<file path="src/cache_pkg.sv">
package cache_pkg;

    ////////////////////////////////////////////////////////////////////////////
    // widths shared by cache, controller and memory
    ////////////////////////////////////////////////////////////////////////////

    parameter int ADDR_W = 8;     // 256 words of main memory
    parameter int DATA_W = 8;     // one byte per word

    ////////////////////////////////////////////////////////////////////////////
    // processor side request
    ////////////////////////////////////////////////////////////////////////////

    // taken when cpu_req is high and the cache is not busy
    typedef struct packed {
        logic              write;    // 1 = write, 0 = read
        logic [ADDR_W-1:0] addr;     // word address
        logic [DATA_W-1:0] data;     // write data ignored on reads
    } cache_req_t;

    ////////////////////////////////////////////////////////////////////////////
    // controller to main memory
    ////////////////////////////////////////////////////////////////////////////

    // rw high reads and rw low writes while ce is high
    typedef struct packed {
        logic              ce;       // chip enable held for the whole window
        logic              rw;       // 1 = read, 0 = write
        logic [ADDR_W-1:0] addr;
        logic [DATA_W-1:0] wr_data;
    } mem_bus_t;

    ////////////////////////////////////////////////////////////////////////////
    // controller states
    ////////////////////////////////////////////////////////////////////////////

    typedef enum logic [2:0] {
        st_idle,         // waiting for a request strobe
        st_lookup,       // tag compare on the latched request
        st_mem_read,     // read window after a miss
        st_fill,         // write fetched word into the line
        st_mem_write,    // write-through window plus one bus recovery cycle
        st_finish        // done pulse with the result on the cpu port
    } ctrl_state_t;

endpackage

</file>
<file path="src/main_memory.sv">
`timescale 1ns/1ns

// register based RAM, one clock to answer
// the cache controller stretches each access to MEM_WAIT cycles
module main_memory
    import cache_pkg::*;
#(
    parameter int MEM_WORDS_LOG2 = ADDR_W    // 2**MEM_WORDS_LOG2 words
)
(
    input  logic              clk,
    input  logic              reset,         // sync clear of every word
    input  mem_bus_t          mem_bus,
    output logic [DATA_W-1:0] mem_rd_data    // registered read word
);

    localparam int MEM_WORDS = 2 ** MEM_WORDS_LOG2;

    logic [DATA_W-1:0]         mem_array [MEM_WORDS];
    logic [MEM_WORDS_LOG2-1:0] word_addr;

    // only the low address bits select a word
    assign word_addr = mem_bus.addr[MEM_WORDS_LOG2-1:0];

    ////////////////////////////////////////////////////////////////////////////
    // read / write port
    ////////////////////////////////////////////////////////////////////////////

    always_ff @(posedge clk)
    begin
        if (reset)
        begin
            // clear wins over any access in the same cycle
            mem_rd_data <= '0;
            for (int i = 0; i < MEM_WORDS; i++)
            begin
                mem_array[i] <= '0;
            end
        end
        else if (mem_bus.ce)                              // idle when ce low
        begin
            if (!mem_bus.rw)
            begin
                mem_array[word_addr] <= mem_bus.wr_data;  // write on rw low
            end
            else
            begin
                mem_rd_data <= mem_array[word_addr];      // read on rw high
            end
        end
    end

    // read word holds its value while ce is low or during writes
    // so the controller may sample it late in the window

endmodule

</file>
<file path="src/cache_store.sv">
`timescale 1ns/1ns

// direct mapped line storage, one word per line
// lookup is combinational, fill and update land on the clock edge
module cache_store
    import cache_pkg::*;
#(
    parameter int INDEX_W = 4
)
(
    input  logic                      clk,
    input  logic                      reset,

    // lookup port, async read
    input  logic [INDEX_W-1:0]        lookup_index,
    output logic [ADDR_W-INDEX_W-1:0] lookup_tag,
    output logic                      lookup_valid,
    output logic [DATA_W-1:0]         lookup_data,

    // line fill after a read miss
    input  logic                      fill_en,
    input  logic [INDEX_W-1:0]        fill_index,
    input  logic [ADDR_W-INDEX_W-1:0] fill_tag,
    input  logic [DATA_W-1:0]         fill_data,

    // data update on a write hit
    input  logic                      upd_en,
    input  logic [INDEX_W-1:0]        upd_index,
    input  logic [DATA_W-1:0]         upd_data
);

    localparam int TAG_W = ADDR_W - INDEX_W;
    localparam int LINES = 2 ** INDEX_W;

    logic [LINES-1:0]  valid_q;              // one bit per line
    logic [TAG_W-1:0]  tag_mem  [LINES];
    logic [DATA_W-1:0] data_mem [LINES];

    ////////////////////////////////////////////////////////////////////////////
    // valid bits
    ////////////////////////////////////////////////////////////////////////////

    always_ff @(posedge clk)
    begin
        if (reset)
        begin
            valid_q <= '0;                   // whole cache invalid
        end
        else if (fill_en)
        begin
            valid_q[fill_index] <= 1'b1;
        end
    end

    ////////////////////////////////////////////////////////////////////////////
    // tag and data arrays
    ////////////////////////////////////////////////////////////////////////////

    always_ff @(posedge clk)
    begin
        if (fill_en)
        begin
            tag_mem[fill_index]  <= fill_tag;
            data_mem[fill_index] <= fill_data;
        end
        else if (upd_en)
        begin
            data_mem[upd_index] <= upd_data;  // tag already matches
        end
    end

    // lookup, compare is done in the controller
    assign lookup_valid = valid_q[lookup_index];
    assign lookup_tag   = tag_mem[lookup_index];
    assign lookup_data  = data_mem[lookup_index];

endmodule

</file>
<file path="src/cache_controller.sv">
`timescale 1ns/1ns

// write-through, no write-allocate cache control
// read hit   done 1 cycle after accept
// read miss  lookup, MEM_WAIT read cycles, fill, finish
// write      lookup, MEM_WAIT write cycles + 1 recovery, finish
module cache_controller
    import cache_pkg::*;
#(
    parameter int INDEX_W  = 4,
    parameter int MEM_WAIT = 3              // at least 1
)
(
    input  logic                      clk,
    input  logic                      reset,

    // processor port
    input  logic                      cpu_req,
    input  cache_req_t                cpu_cmd,
    output logic                      cpu_busy,
    output logic                      cpu_done,
    output logic                      cpu_hit,
    output logic [DATA_W-1:0]         cpu_rd_data,

    // cache store
    output logic [INDEX_W-1:0]        lookup_index,
    input  logic [ADDR_W-INDEX_W-1:0] lookup_tag,
    input  logic                      lookup_valid,
    input  logic [DATA_W-1:0]         lookup_data,
    output logic                      fill_en,
    output logic [INDEX_W-1:0]        fill_index,
    output logic [ADDR_W-INDEX_W-1:0] fill_tag,
    output logic [DATA_W-1:0]         fill_data,
    output logic                      upd_en,
    output logic [INDEX_W-1:0]        upd_index,
    output logic [DATA_W-1:0]         upd_data,

    // main memory
    output mem_bus_t                  mem_bus,
    input  logic [DATA_W-1:0]         mem_rd_data
);

    localparam int TAG_W = ADDR_W - INDEX_W;
    localparam int CNT_W = $clog2(MEM_WAIT + 1);

    localparam logic [CNT_W-1:0] RD_LAST = CNT_W'(MEM_WAIT - 1);  // last ce cycle
    localparam logic [CNT_W-1:0] WR_LAST = CNT_W'(MEM_WAIT);      // recovery cycle

    ctrl_state_t        state;
    ctrl_state_t        state_nxt;
    cache_req_t         req_q;              // latched request
    logic               hit_q;              // hit flag from lookup
    logic [CNT_W-1:0]   wait_cnt;           // cycles spent in a window
    logic [INDEX_W-1:0] req_index;
    logic [TAG_W-1:0]   req_tag;
    logic               tag_hit;

    assign req_index = req_q.addr[INDEX_W-1:0];
    assign req_tag   = req_q.addr[ADDR_W-1:INDEX_W];
    assign tag_hit   = lookup_valid && (lookup_tag == req_tag);

    ////////////////////////////////////////////////////////////////////////////
    // next state
    ////////////////////////////////////////////////////////////////////////////

    always_comb
    begin
        state_nxt = state;
        case (state)
            st_idle:      if (cpu_req) state_nxt = st_lookup;   // busy is low here
            st_lookup:
            begin
                if (req_q.write)
                    state_nxt = st_mem_write;   // writes always go to memory
                else if (tag_hit)
                    state_nxt = st_finish;
                else
                    state_nxt = st_mem_read;
            end
            st_mem_read:  if (wait_cnt == RD_LAST) state_nxt = st_fill;
            st_fill:      state_nxt = st_finish;
            st_mem_write: if (wait_cnt == WR_LAST) state_nxt = st_finish;
            st_finish:    state_nxt = st_idle;
            default:      state_nxt = st_idle;
        endcase
    end

    ////////////////////////////////////////////////////////////////////////////
    // control registers
    ////////////////////////////////////////////////////////////////////////////

    always_ff @(posedge clk)
    begin
        if (reset)
        begin
            state    <= st_idle;
            wait_cnt <= '0;
            hit_q    <= 1'b0;
        end
        else
        begin
            state <= state_nxt;
            // counter runs only while a window state is held
            if ((state == st_mem_read || state == st_mem_write) && state_nxt == state)
                wait_cnt <= wait_cnt + 1'b1;
            else
                wait_cnt <= '0;
            if (state == st_lookup)
                hit_q <= tag_hit;               // kept until the next lookup
        end
    end

    // request and result words
    always_ff @(posedge clk)
    begin
        if (state == st_idle && cpu_req)
            req_q <= cpu_cmd;
        if (state == st_lookup)
            cpu_rd_data <= req_q.write ? req_q.data : lookup_data;
        else if (state == st_fill)
            cpu_rd_data <= mem_rd_data;         // miss result from memory
    end

    ////////////////////////////////////////////////////////////////////////////
    // outputs
    ////////////////////////////////////////////////////////////////////////////

    assign cpu_busy = (state != st_idle);
    assign cpu_done = (state == st_finish);
    assign cpu_hit  = hit_q;

    assign lookup_index = req_index;

    assign fill_en    = (state == st_fill);
    assign fill_index = req_index;
    assign fill_tag   = req_tag;
    assign fill_data  = mem_rd_data;           // valid after MEM_WAIT read cycles

    // line update lands with the last write cycle to memory
    assign upd_en    = (state == st_mem_write) && hit_q && (wait_cnt == RD_LAST);
    assign upd_index = req_index;
    assign upd_data  = req_q.data;

    always_comb
    begin
        mem_bus         = '0;
        mem_bus.rw      = 1'b1;                 // park in read
        mem_bus.addr    = req_q.addr;
        mem_bus.wr_data = req_q.data;
        case (state)
            st_mem_read:  mem_bus.ce = 1'b1;
            st_mem_write:
            begin
                mem_bus.ce = (wait_cnt < WR_LAST);  // low in recovery cycle
                mem_bus.rw = 1'b0;
            end
            default:      mem_bus.ce = 1'b0;
        endcase
    end

endmodule

</file>
<file path="src/cache_top.sv">
`timescale 1ns/1ns

// cache subsystem top, controller + line store + main memory
module cache_top
    import cache_pkg::*;
#(
    parameter int INDEX_W  = 4,    // 16 lines
    parameter int MEM_WAIT = 3     // cycles per memory access
)
(
    input  logic              clk,
    input  logic              reset,
    input  logic              cpu_req,       // one cycle strobe
    input  cache_req_t        cpu_cmd,
    output logic              cpu_busy,
    output logic              cpu_done,      // one cycle pulse
    output logic              cpu_hit,       // valid with cpu_done
    output logic [DATA_W-1:0] cpu_rd_data    // valid with cpu_done
);

    localparam int TAG_W = ADDR_W - INDEX_W;

    ////////////////////////////////////////////////////////////////////////////
    // internal nets
    ////////////////////////////////////////////////////////////////////////////

    logic [INDEX_W-1:0] lookup_index;
    logic [TAG_W-1:0]   lookup_tag;
    logic               lookup_valid;
    logic [DATA_W-1:0]  lookup_data;
    logic               fill_en;
    logic [INDEX_W-1:0] fill_index;
    logic [TAG_W-1:0]   fill_tag;
    logic [DATA_W-1:0]  fill_data;
    logic               upd_en;
    logic [INDEX_W-1:0] upd_index;
    logic [DATA_W-1:0]  upd_data;
    mem_bus_t           mem_bus;
    logic [DATA_W-1:0]  mem_rd_data;

    cache_controller #(
        .INDEX_W  (INDEX_W),
        .MEM_WAIT (MEM_WAIT)
    ) u_ctrl (.*);

    cache_store #(
        .INDEX_W (INDEX_W)
    ) u_store (.*);

    // full address range backs the cache
    main_memory #(
        .MEM_WORDS_LOG2 (ADDR_W)
    ) u_mem (
        .clk         (clk),
        .reset       (reset),
        .mem_bus     (mem_bus),
        .mem_rd_data (mem_rd_data)
    );

endmodule

</file>
<file path="config.mk">
export PLATFORM = sky130hd
export DESIGN_NAME = cache_top
export DESIGN_NICKNAME = d
export VERILOG_FILES = /design/src/cache_pkg.sv /design/src/main_memory.sv /design/src/cache_store.sv /design/src/cache_controller.sv /design/src/cache_top.sv
export SDC_FILE = /design/constraint.sdc
export NUM_CORES = 2
export LEC_CHECK = 0
export BUFFER_PORTS_ARGS = -buffer_cell sky130_fd_sc_hd__buf_2
export CAP_MARGIN = 20
export CELL_PAD_IN_SITES_DETAIL_PLACEMENT = 0
export CELL_PAD_IN_SITES_GLOBAL_PLACEMENT = 1
export CORE_MARGIN = 3
export CORE_UTILIZATION = 49
export DETAILED_ROUTE_END_ITERATION = 12
export PLACE_DENSITY_LB_ADDON = 0.15
export SETUP_SLACK_MARGIN = 0.3
export SLEW_MARGIN = 0
export SYNTH_ARGS = -nofsm -noshare
export SYNTH_HDL_FRONTEND = slang
export SYNTH_SLANG_ARGS = --single-unit
</file>
<file path="constraint.sdc">
create_clock -name clk -period 2.7 [get_ports clk]
set_clock_uncertainty 0.2 [all_clocks]
set_input_delay 0.405 -clock clk [delete_from_list [all_inputs] [get_ports clk]]
set_output_delay 0.405 -clock clk [all_outputs]
set_load 0.03 [all_outputs]
</file>
# After elaboration in Yosys (flattened, before gate mapping)
# Memories as Yosys holds them, arrays and structs flattened. A register that Yosys moved wholly into a read port is not among the register bits.
# Index checks and enable logic that the tools add are counted.
[totals] mem_count=3 reg_bits=47 inputBits=20 out_inout_bits=11 elab_cells=72 ram_bits=2240
[classes] n_lt_le_gt_ge=3 bitwise_logic=4 n_eq_ne=9 reduce_logical=13 addsub=1 mux=31
[memory_table] name="u_mem.mem_array" words=256 width=8 rd=1 rd_clocked_by_memory_dff=1 write_ports=256 line="main_memory.sv:19" rtl="logic [DATA_W-1:0] mem_array [MEM_WORDS];"
[memory_table] name="u_store.data_mem" words=16 width=8 rd=1 rd_clocked_by_memory_dff=1 write_ports=1 line="cache_store.sv:37" rtl="logic [DATA_W-1:0] data_mem [LINES];"
[memory_table] name="u_store.tag_mem" words=16 width=4 rd=1 rd_clocked_by_memory_dff=1 write_ports=1 line="cache_store.sv:36" rtl="logic [TAG_W-1:0] tag_mem [LINES];"
[ops] operator="8-bit two-way mux" count=6
[ops] operator="16-bit bitwise OR" count=1
[ops] operator="3-bit two-way mux" count=5
[ops] operator="3-bit case mux with 5 select lines" count=1
[ops] operator="1-bit two-way mux" count=14
[ops] operator="4-bit two-way mux" count=2
[ops] operator="8-bit OR reduction" count=1
[ops] operator="3-bit by 2-bit equality test with 1-bit output (second input constant)" count=2
[ops] operator="3-bit equality test (second input constant)" count=2
[ops] operator="1-bit logical AND" count=6
[ops] operator="4-bit by 5-bit less-than comparator with 1-bit output (second input constant)" count=1
[ops] operator="1-bit binary-select mux with 4-bit select" count=1
[ops] operator="1-bit demux with 4-bit select" count=1
[ops] operator="2-bit equality test (second input constant)" count=2
[ops] operator="4-bit equality test" count=1
[ops] operator="4-bit by 1-bit greater-or-equal comparator with 1-bit output (second input constant)" count=1
[ops] operator="3-bit by 1-bit equality test with 1-bit output (second input constant)" count=1
[ops] operator="3-bit equality test" count=1
[ops] operator="3-bit logical NOT" count=1
[ops] operator="3-bit nonzero test" count=1
[ops] operator="2-bit by 1-bit adder with 2-bit output (second input constant)" count=1
[ops] operator="2-bit less-than comparator (second input constant)" count=1
[ops] operator="1-bit inverter" count=2
[ops] operator="1-bit case mux with 2 select lines" count=1
[ops] operator="other kinds (5)" count=5

# Longest topological paths before layout
[depth] word_depth=10 ltp_mapped=12 ltp_nobuf=7

# Cells and area by module
# From an unflattened synthesis, not the netlist that was laid out.
[hier_totals] cells_unflattened=7142 area_unflattened_um2=106688.6
[modules_own_cells] module="main_memory" seq_area_each_um2=61659.1 area_each_um2=96621.4 cells_per_inst=6555 instances=1
[modules_own_cells] module="cache_store" seq_area_each_um2=6085.8 area_each_um2=8320.5 cells_per_inst=433 instances=1
[modules_own_cells] module="cache_controller" seq_area_each_um2=870.8 area_each_um2=1746.7 cells_per_inst=154 instances=1

# Least setup slack after synthesis
# No wires, ideal clock.
[synth_timing] path_kind="reg-to-reg" startpoint="register u_ctrl.req_q, in the netlist u_ctrl.fill_tag[1]" endpoint="memory u_mem.mem_array[244][0], enable pin" setup_time_ps=326 synth_period_minus_slack_ps=3013 stages_incl_launch_ff=9 n_path_buf=5 required_ps=2174 arrival_ps=2487 path_slack_ps=-313 path_cell_list="edfxtp_1 -> clkbuf_1 -> clkbuf_1 -> nand2_1 -> nor2_1 -> clkbuf_1 -> clkbuf_1 -> clkbuf_1 -> a21o_1"
[synth_lines] item="from (decl)" line="cache_controller.sv:51" rtl="cache_req_t req_q;"
[synth_lines] item="from (signal assigned)" line="cache_controller.sv:117" rtl="req_q <= cpu_cmd;"
[synth_lines] item="to (decl)" line="main_memory.sv:19"

==> flow_summary.yaml <==
run_status:
  status: "complete, but fails checks"
  violations: "setup timing"
synth:
  synth_edf_count: 2265
  synth_top_family_by_area: "simple AND/OR/NAND/NOR gates"
  ys_top_cells_by_area: "edfxtp_1 (64%), mux4_2 (12%), and3_1 (10%)"
  synth_cell_type_count: 76
  synthCells: 7021
  seq_area_frac_synth_pct: 64.9
  yosysWarnings: 0
  syn_area_um2: 106000
  ys_seq_elements: 2299
  synth_top_area_cell: "edfxtp_1"
  synth_mux_area_share_pct: 13.4
  dominantRegCellSynth: "edfxtp_1"
  synth_async_sr_flop_share_pct: 0
  synth_xor_xnor_area_share_pct: 0.0414
  synthSimpleGateAreaFrac_pct: 14.6
  syn_nets: 7043
  synth_compound_area_share_pct: 3.42
  yosysTopAreaCellShare_pct: 64.3
  synthAdderAreaFrac_pct: 0.0237
  syn_avg_cell_area_um2: 15.1
sta:
  final_hold_viol_count: 0
  fin_ws_ns: -0.651
  setup_violations: 1510
  fin_crit_ns: 3.35
  relSlewSlack_pct: 24.5
  period_share_pct: 124
  fin_setup_tns_ns: -124.03
  grt_setup_unrepaired: "true"
  tightest_slew_ns: 1.13
  max_freq_mhz: 298
  drv_slew: 0
min_path:
  holdCritPathClass: "in2reg"
power_and_ir_drop:
  netSwitchingPower_uw: 20500
  ir_drop_v: 0.000737
  power_leakage_uw: 0.0533
  power.internal_uw: 62200
  powerDensity_nw_per_um2: 647
  seqPwrFrac_pct: 49.1
  p_sw_share_pct: 24.8
  clockPowerShare_pct: 38.8
  combinationalPowerShare_pct: 12.1
cells_and_area:
  design_area_um2: 128000
  layout_common_cells: "edfxtp_1 (2,265), and3_1 (1,750), buf_4 (916)"
  drive_gt1_share_pct: 31.6
  nets: 7640
  fillers: 16000
  area_growth_pct: 20.8
  fin_cells: 10700
  mostFrequentLayoutCell: "edfxtp_1"
drt:
  remaining_drc_errors: 0
  firstDrtPassIters: 6
  ant_nets: 0
  num_vias: 68300
  via_per_inst: 6.41
  first_iter_violations: 9033
  routedWlPerCell_um: 32.4
  wirelength_mm: 345
global_route:
  antenna_found_initial: 18
  grt_max_degree: 145
  overflow: 0
  gr-usage-all-layers_pct: 30.8
  first_global_vias: 67100
  grt_pass1_wl_mm: 493
die:
  die_x_um: 471
  ios: 31
  coreArea_um2: 213000
  fp.dieH_um: 471
  initial_core_util_pct: 49.6
  rows: 169
  die_area_um2: 222000
setup_path:
  critical_path_class: "reg2reg"
  crit_required_ns: 3.29
  startpoint_type: "register"
  crit_arrival_ns: 3.94
  worstPathMaxFanout: 5
  crit_path_end_kind: "register"
clock_network:
  clk_pin_slew_ns: 0.07
  insertion_delay_ns: 0.90
  htree_levels: 4
  cts-buffers-inserted: 236
  clkSinkCount: 2299
  clockRootBuffer: "clkbuf_16"
  clk_path_buf_depth: 3
  cts_tree: "built"
placed_design:
  hpwlAfterDp_mm: 233
  port_buffers: 30
  place_inst: 10100
  gp_congestion: 0.939
  placed_area_um2: 119000
job:
  maxCapViolCount: 0
==> power groups by stage <==
| stage | registers [uW] | clock network (uW) | logic, uW |
|---|---|---|---|
| 2_1_floorplan | 41200 | 0 | 4880 |
| 3_3_place_gp | 41300 | 0 | 9470 |
| 3_5_place_dp | 41400 | 0 | 9520 |
| 4_1_cts | 40600 | 32400 | 9840 |
| 5_1_grt | 40700 | 33800 | 10300 |
| 6_report | 40600 | 32100 | 10000 |
==> critical path, cell delays in order (launching register included) <==
cell and delay (ns):
edfxtp_1 0.42, buf_12 0.20, buf_8 0.13, buf_16 0.12
mux4_2 0.50, mux4_2 0.48, nand2_2 0.10, a21oi_4 0.08
a311oi_4 0.43, buf_4 0.22, nor3_2 0.04, o41a_1 0.30
==> worst paths after layout <==
check,from,endpoint,slack (ns),cells past startpoint
setup / recovery,u_ctrl.fill_index[0],u_mem.mem_rd_data[1],-0.65,11
hold / removal,cpu_cmd[9],u_ctrl.fill_index[1],0.12,2
setup reg to reg,u_ctrl.fill_index[0],u_mem.mem_rd_data[1],-0.65,11
hold reg to reg,u_ctrl.wait_cnt[0],u_ctrl.wait_cnt[0],0.25,1
==> stage by stage <==
stage	util [%]	power [uW]	setup WS [ns]	hold slack (ns)
after floorplan	-	46100	-0.0357	0.217
after global placement	55.6	50800	-1.14	0.225
after detailed placement	55.6	50900	-1.11	0.238
after CTS	59.7	82800	-0.610	0.0513
after global routing	59.9	84800	-0.658	0.0941
final	59.9	82700	-0.651	0.122
==> timing repair <==
| item | CTS | global route |
|---|---|---|
| cloned | 1 | 3 |
| setup endpoints to repair | 4276 | 4247 |
| pin swaps | 28 | 12 |
| hold buffers | 32 | 0 |
| endpoints found under the hold margin | 46 | 0 |
| resized for setup | 153 | 48 |
| buffers inserted | 43 | 16 |
==> routing by layer <==
| metal | routed length [um] | vias to the layer above | GRT usage (%) |
|---|---|---|---|
| met2 | 160000 | 3516 | 47.9 |
| met4 | 13700 | 8 | 11.0 |
| met5 | 48 | - | 0 |
| met1 | 141000 | 35600 | 44.3 |
| li1 | - | 28600 | - |
| met3 | 30900 | 610 | 4.80 |
==> final cells by class <==
cell class | count | area (um^2) | area share (%)
Inverter | 8 | 47.5 | 0.0372
Clock inverter | 134 | 1270 | 0.990
Timing Repair Buffer | 1253 | 12700 | 9.95
Tap cell | 2821 | 3530 | 2.76
Clock buffer | 304 | 6210 | 4.86
Multi-Input combinational cell | 3820 | 35400 | 27.7
Antenna cell | 11 | 27.5 | 0.0215
Sequential cell | 2299 | 68700 | 53.7
==> state kept, by name, indices dropped and copies added (netlist names), named ones only <==
| name | cells |
|---|---|
| u_ctrl.fill_tag | 4 |
| u_ctrl.state | 3 |
| u_ctrl.req_q | 1 |
| u_ctrl.fill_index | 4 |
| u_ctrl.wait_cnt | 2 |
| u_ctrl.cpu_rd_data | 8 |
| u_ctrl.upd_data | 8 |
| u_mem.mem_rd_data | 8 |
| u_store.data_mem | 128 |
| u_mem.mem_array | 2048 |
| u_store.tag_mem | 64 |
| u_ctrl.cpu_hit | 1 |
| u_store.valid_q | 16 |
==> cells by family after synthesis <==
family / Yosys count
XOR/XNOR: 5
adder cells (fa/ha/maj): 2
AO/OA/AOI/OAI: 494
multiplexers: 718
flip-flops: 2299
buffers and inverters: 902
AND/OR/NAND/NOR: 2601
==> synth_stat cells (all sizes together), types with 4 or more instances <==
| cell type | number |
|---|---|
| a2111oi | 10 |
| a211o | 4 |
| a211oi | 20 |
| a21o | 219 |
| a21oi | 27 |
| a221oi | 14 |
| a22oi | 52 |
| a311oi | 7 |
| a31oi | 13 |
| a32o | 10 |
| a32oi | 4 |
| and2 | 318 |
| and3 | 1751 |
| buf | 176 |
| clkbuf | 718 |
| dfxtp | 34 |
| edfxtp | 2265 |
| inv | 7 |
| mux2 | 16 |
| mux2i | 144 |
| mux4 | 558 |
| nand2 | 164 |
| nand2b | 9 |
| nand3 | 47 |
| nand4 | 8 |
| nor2 | 188 |
| nor2b | 10 |
| nor3 | 26 |
| nor4 | 10 |
| nor4b | 4 |
| nor4bb | 5 |
| o2111ai | 5 |
| o211ai | 6 |
| o21ai | 39 |
| o221ai | 5 |
| o22ai | 31 |
| or2 | 40 |
| or3 | 6 |
| xnor2 | 5 |
Note: power is estimated with default switching activity, not from simulation.
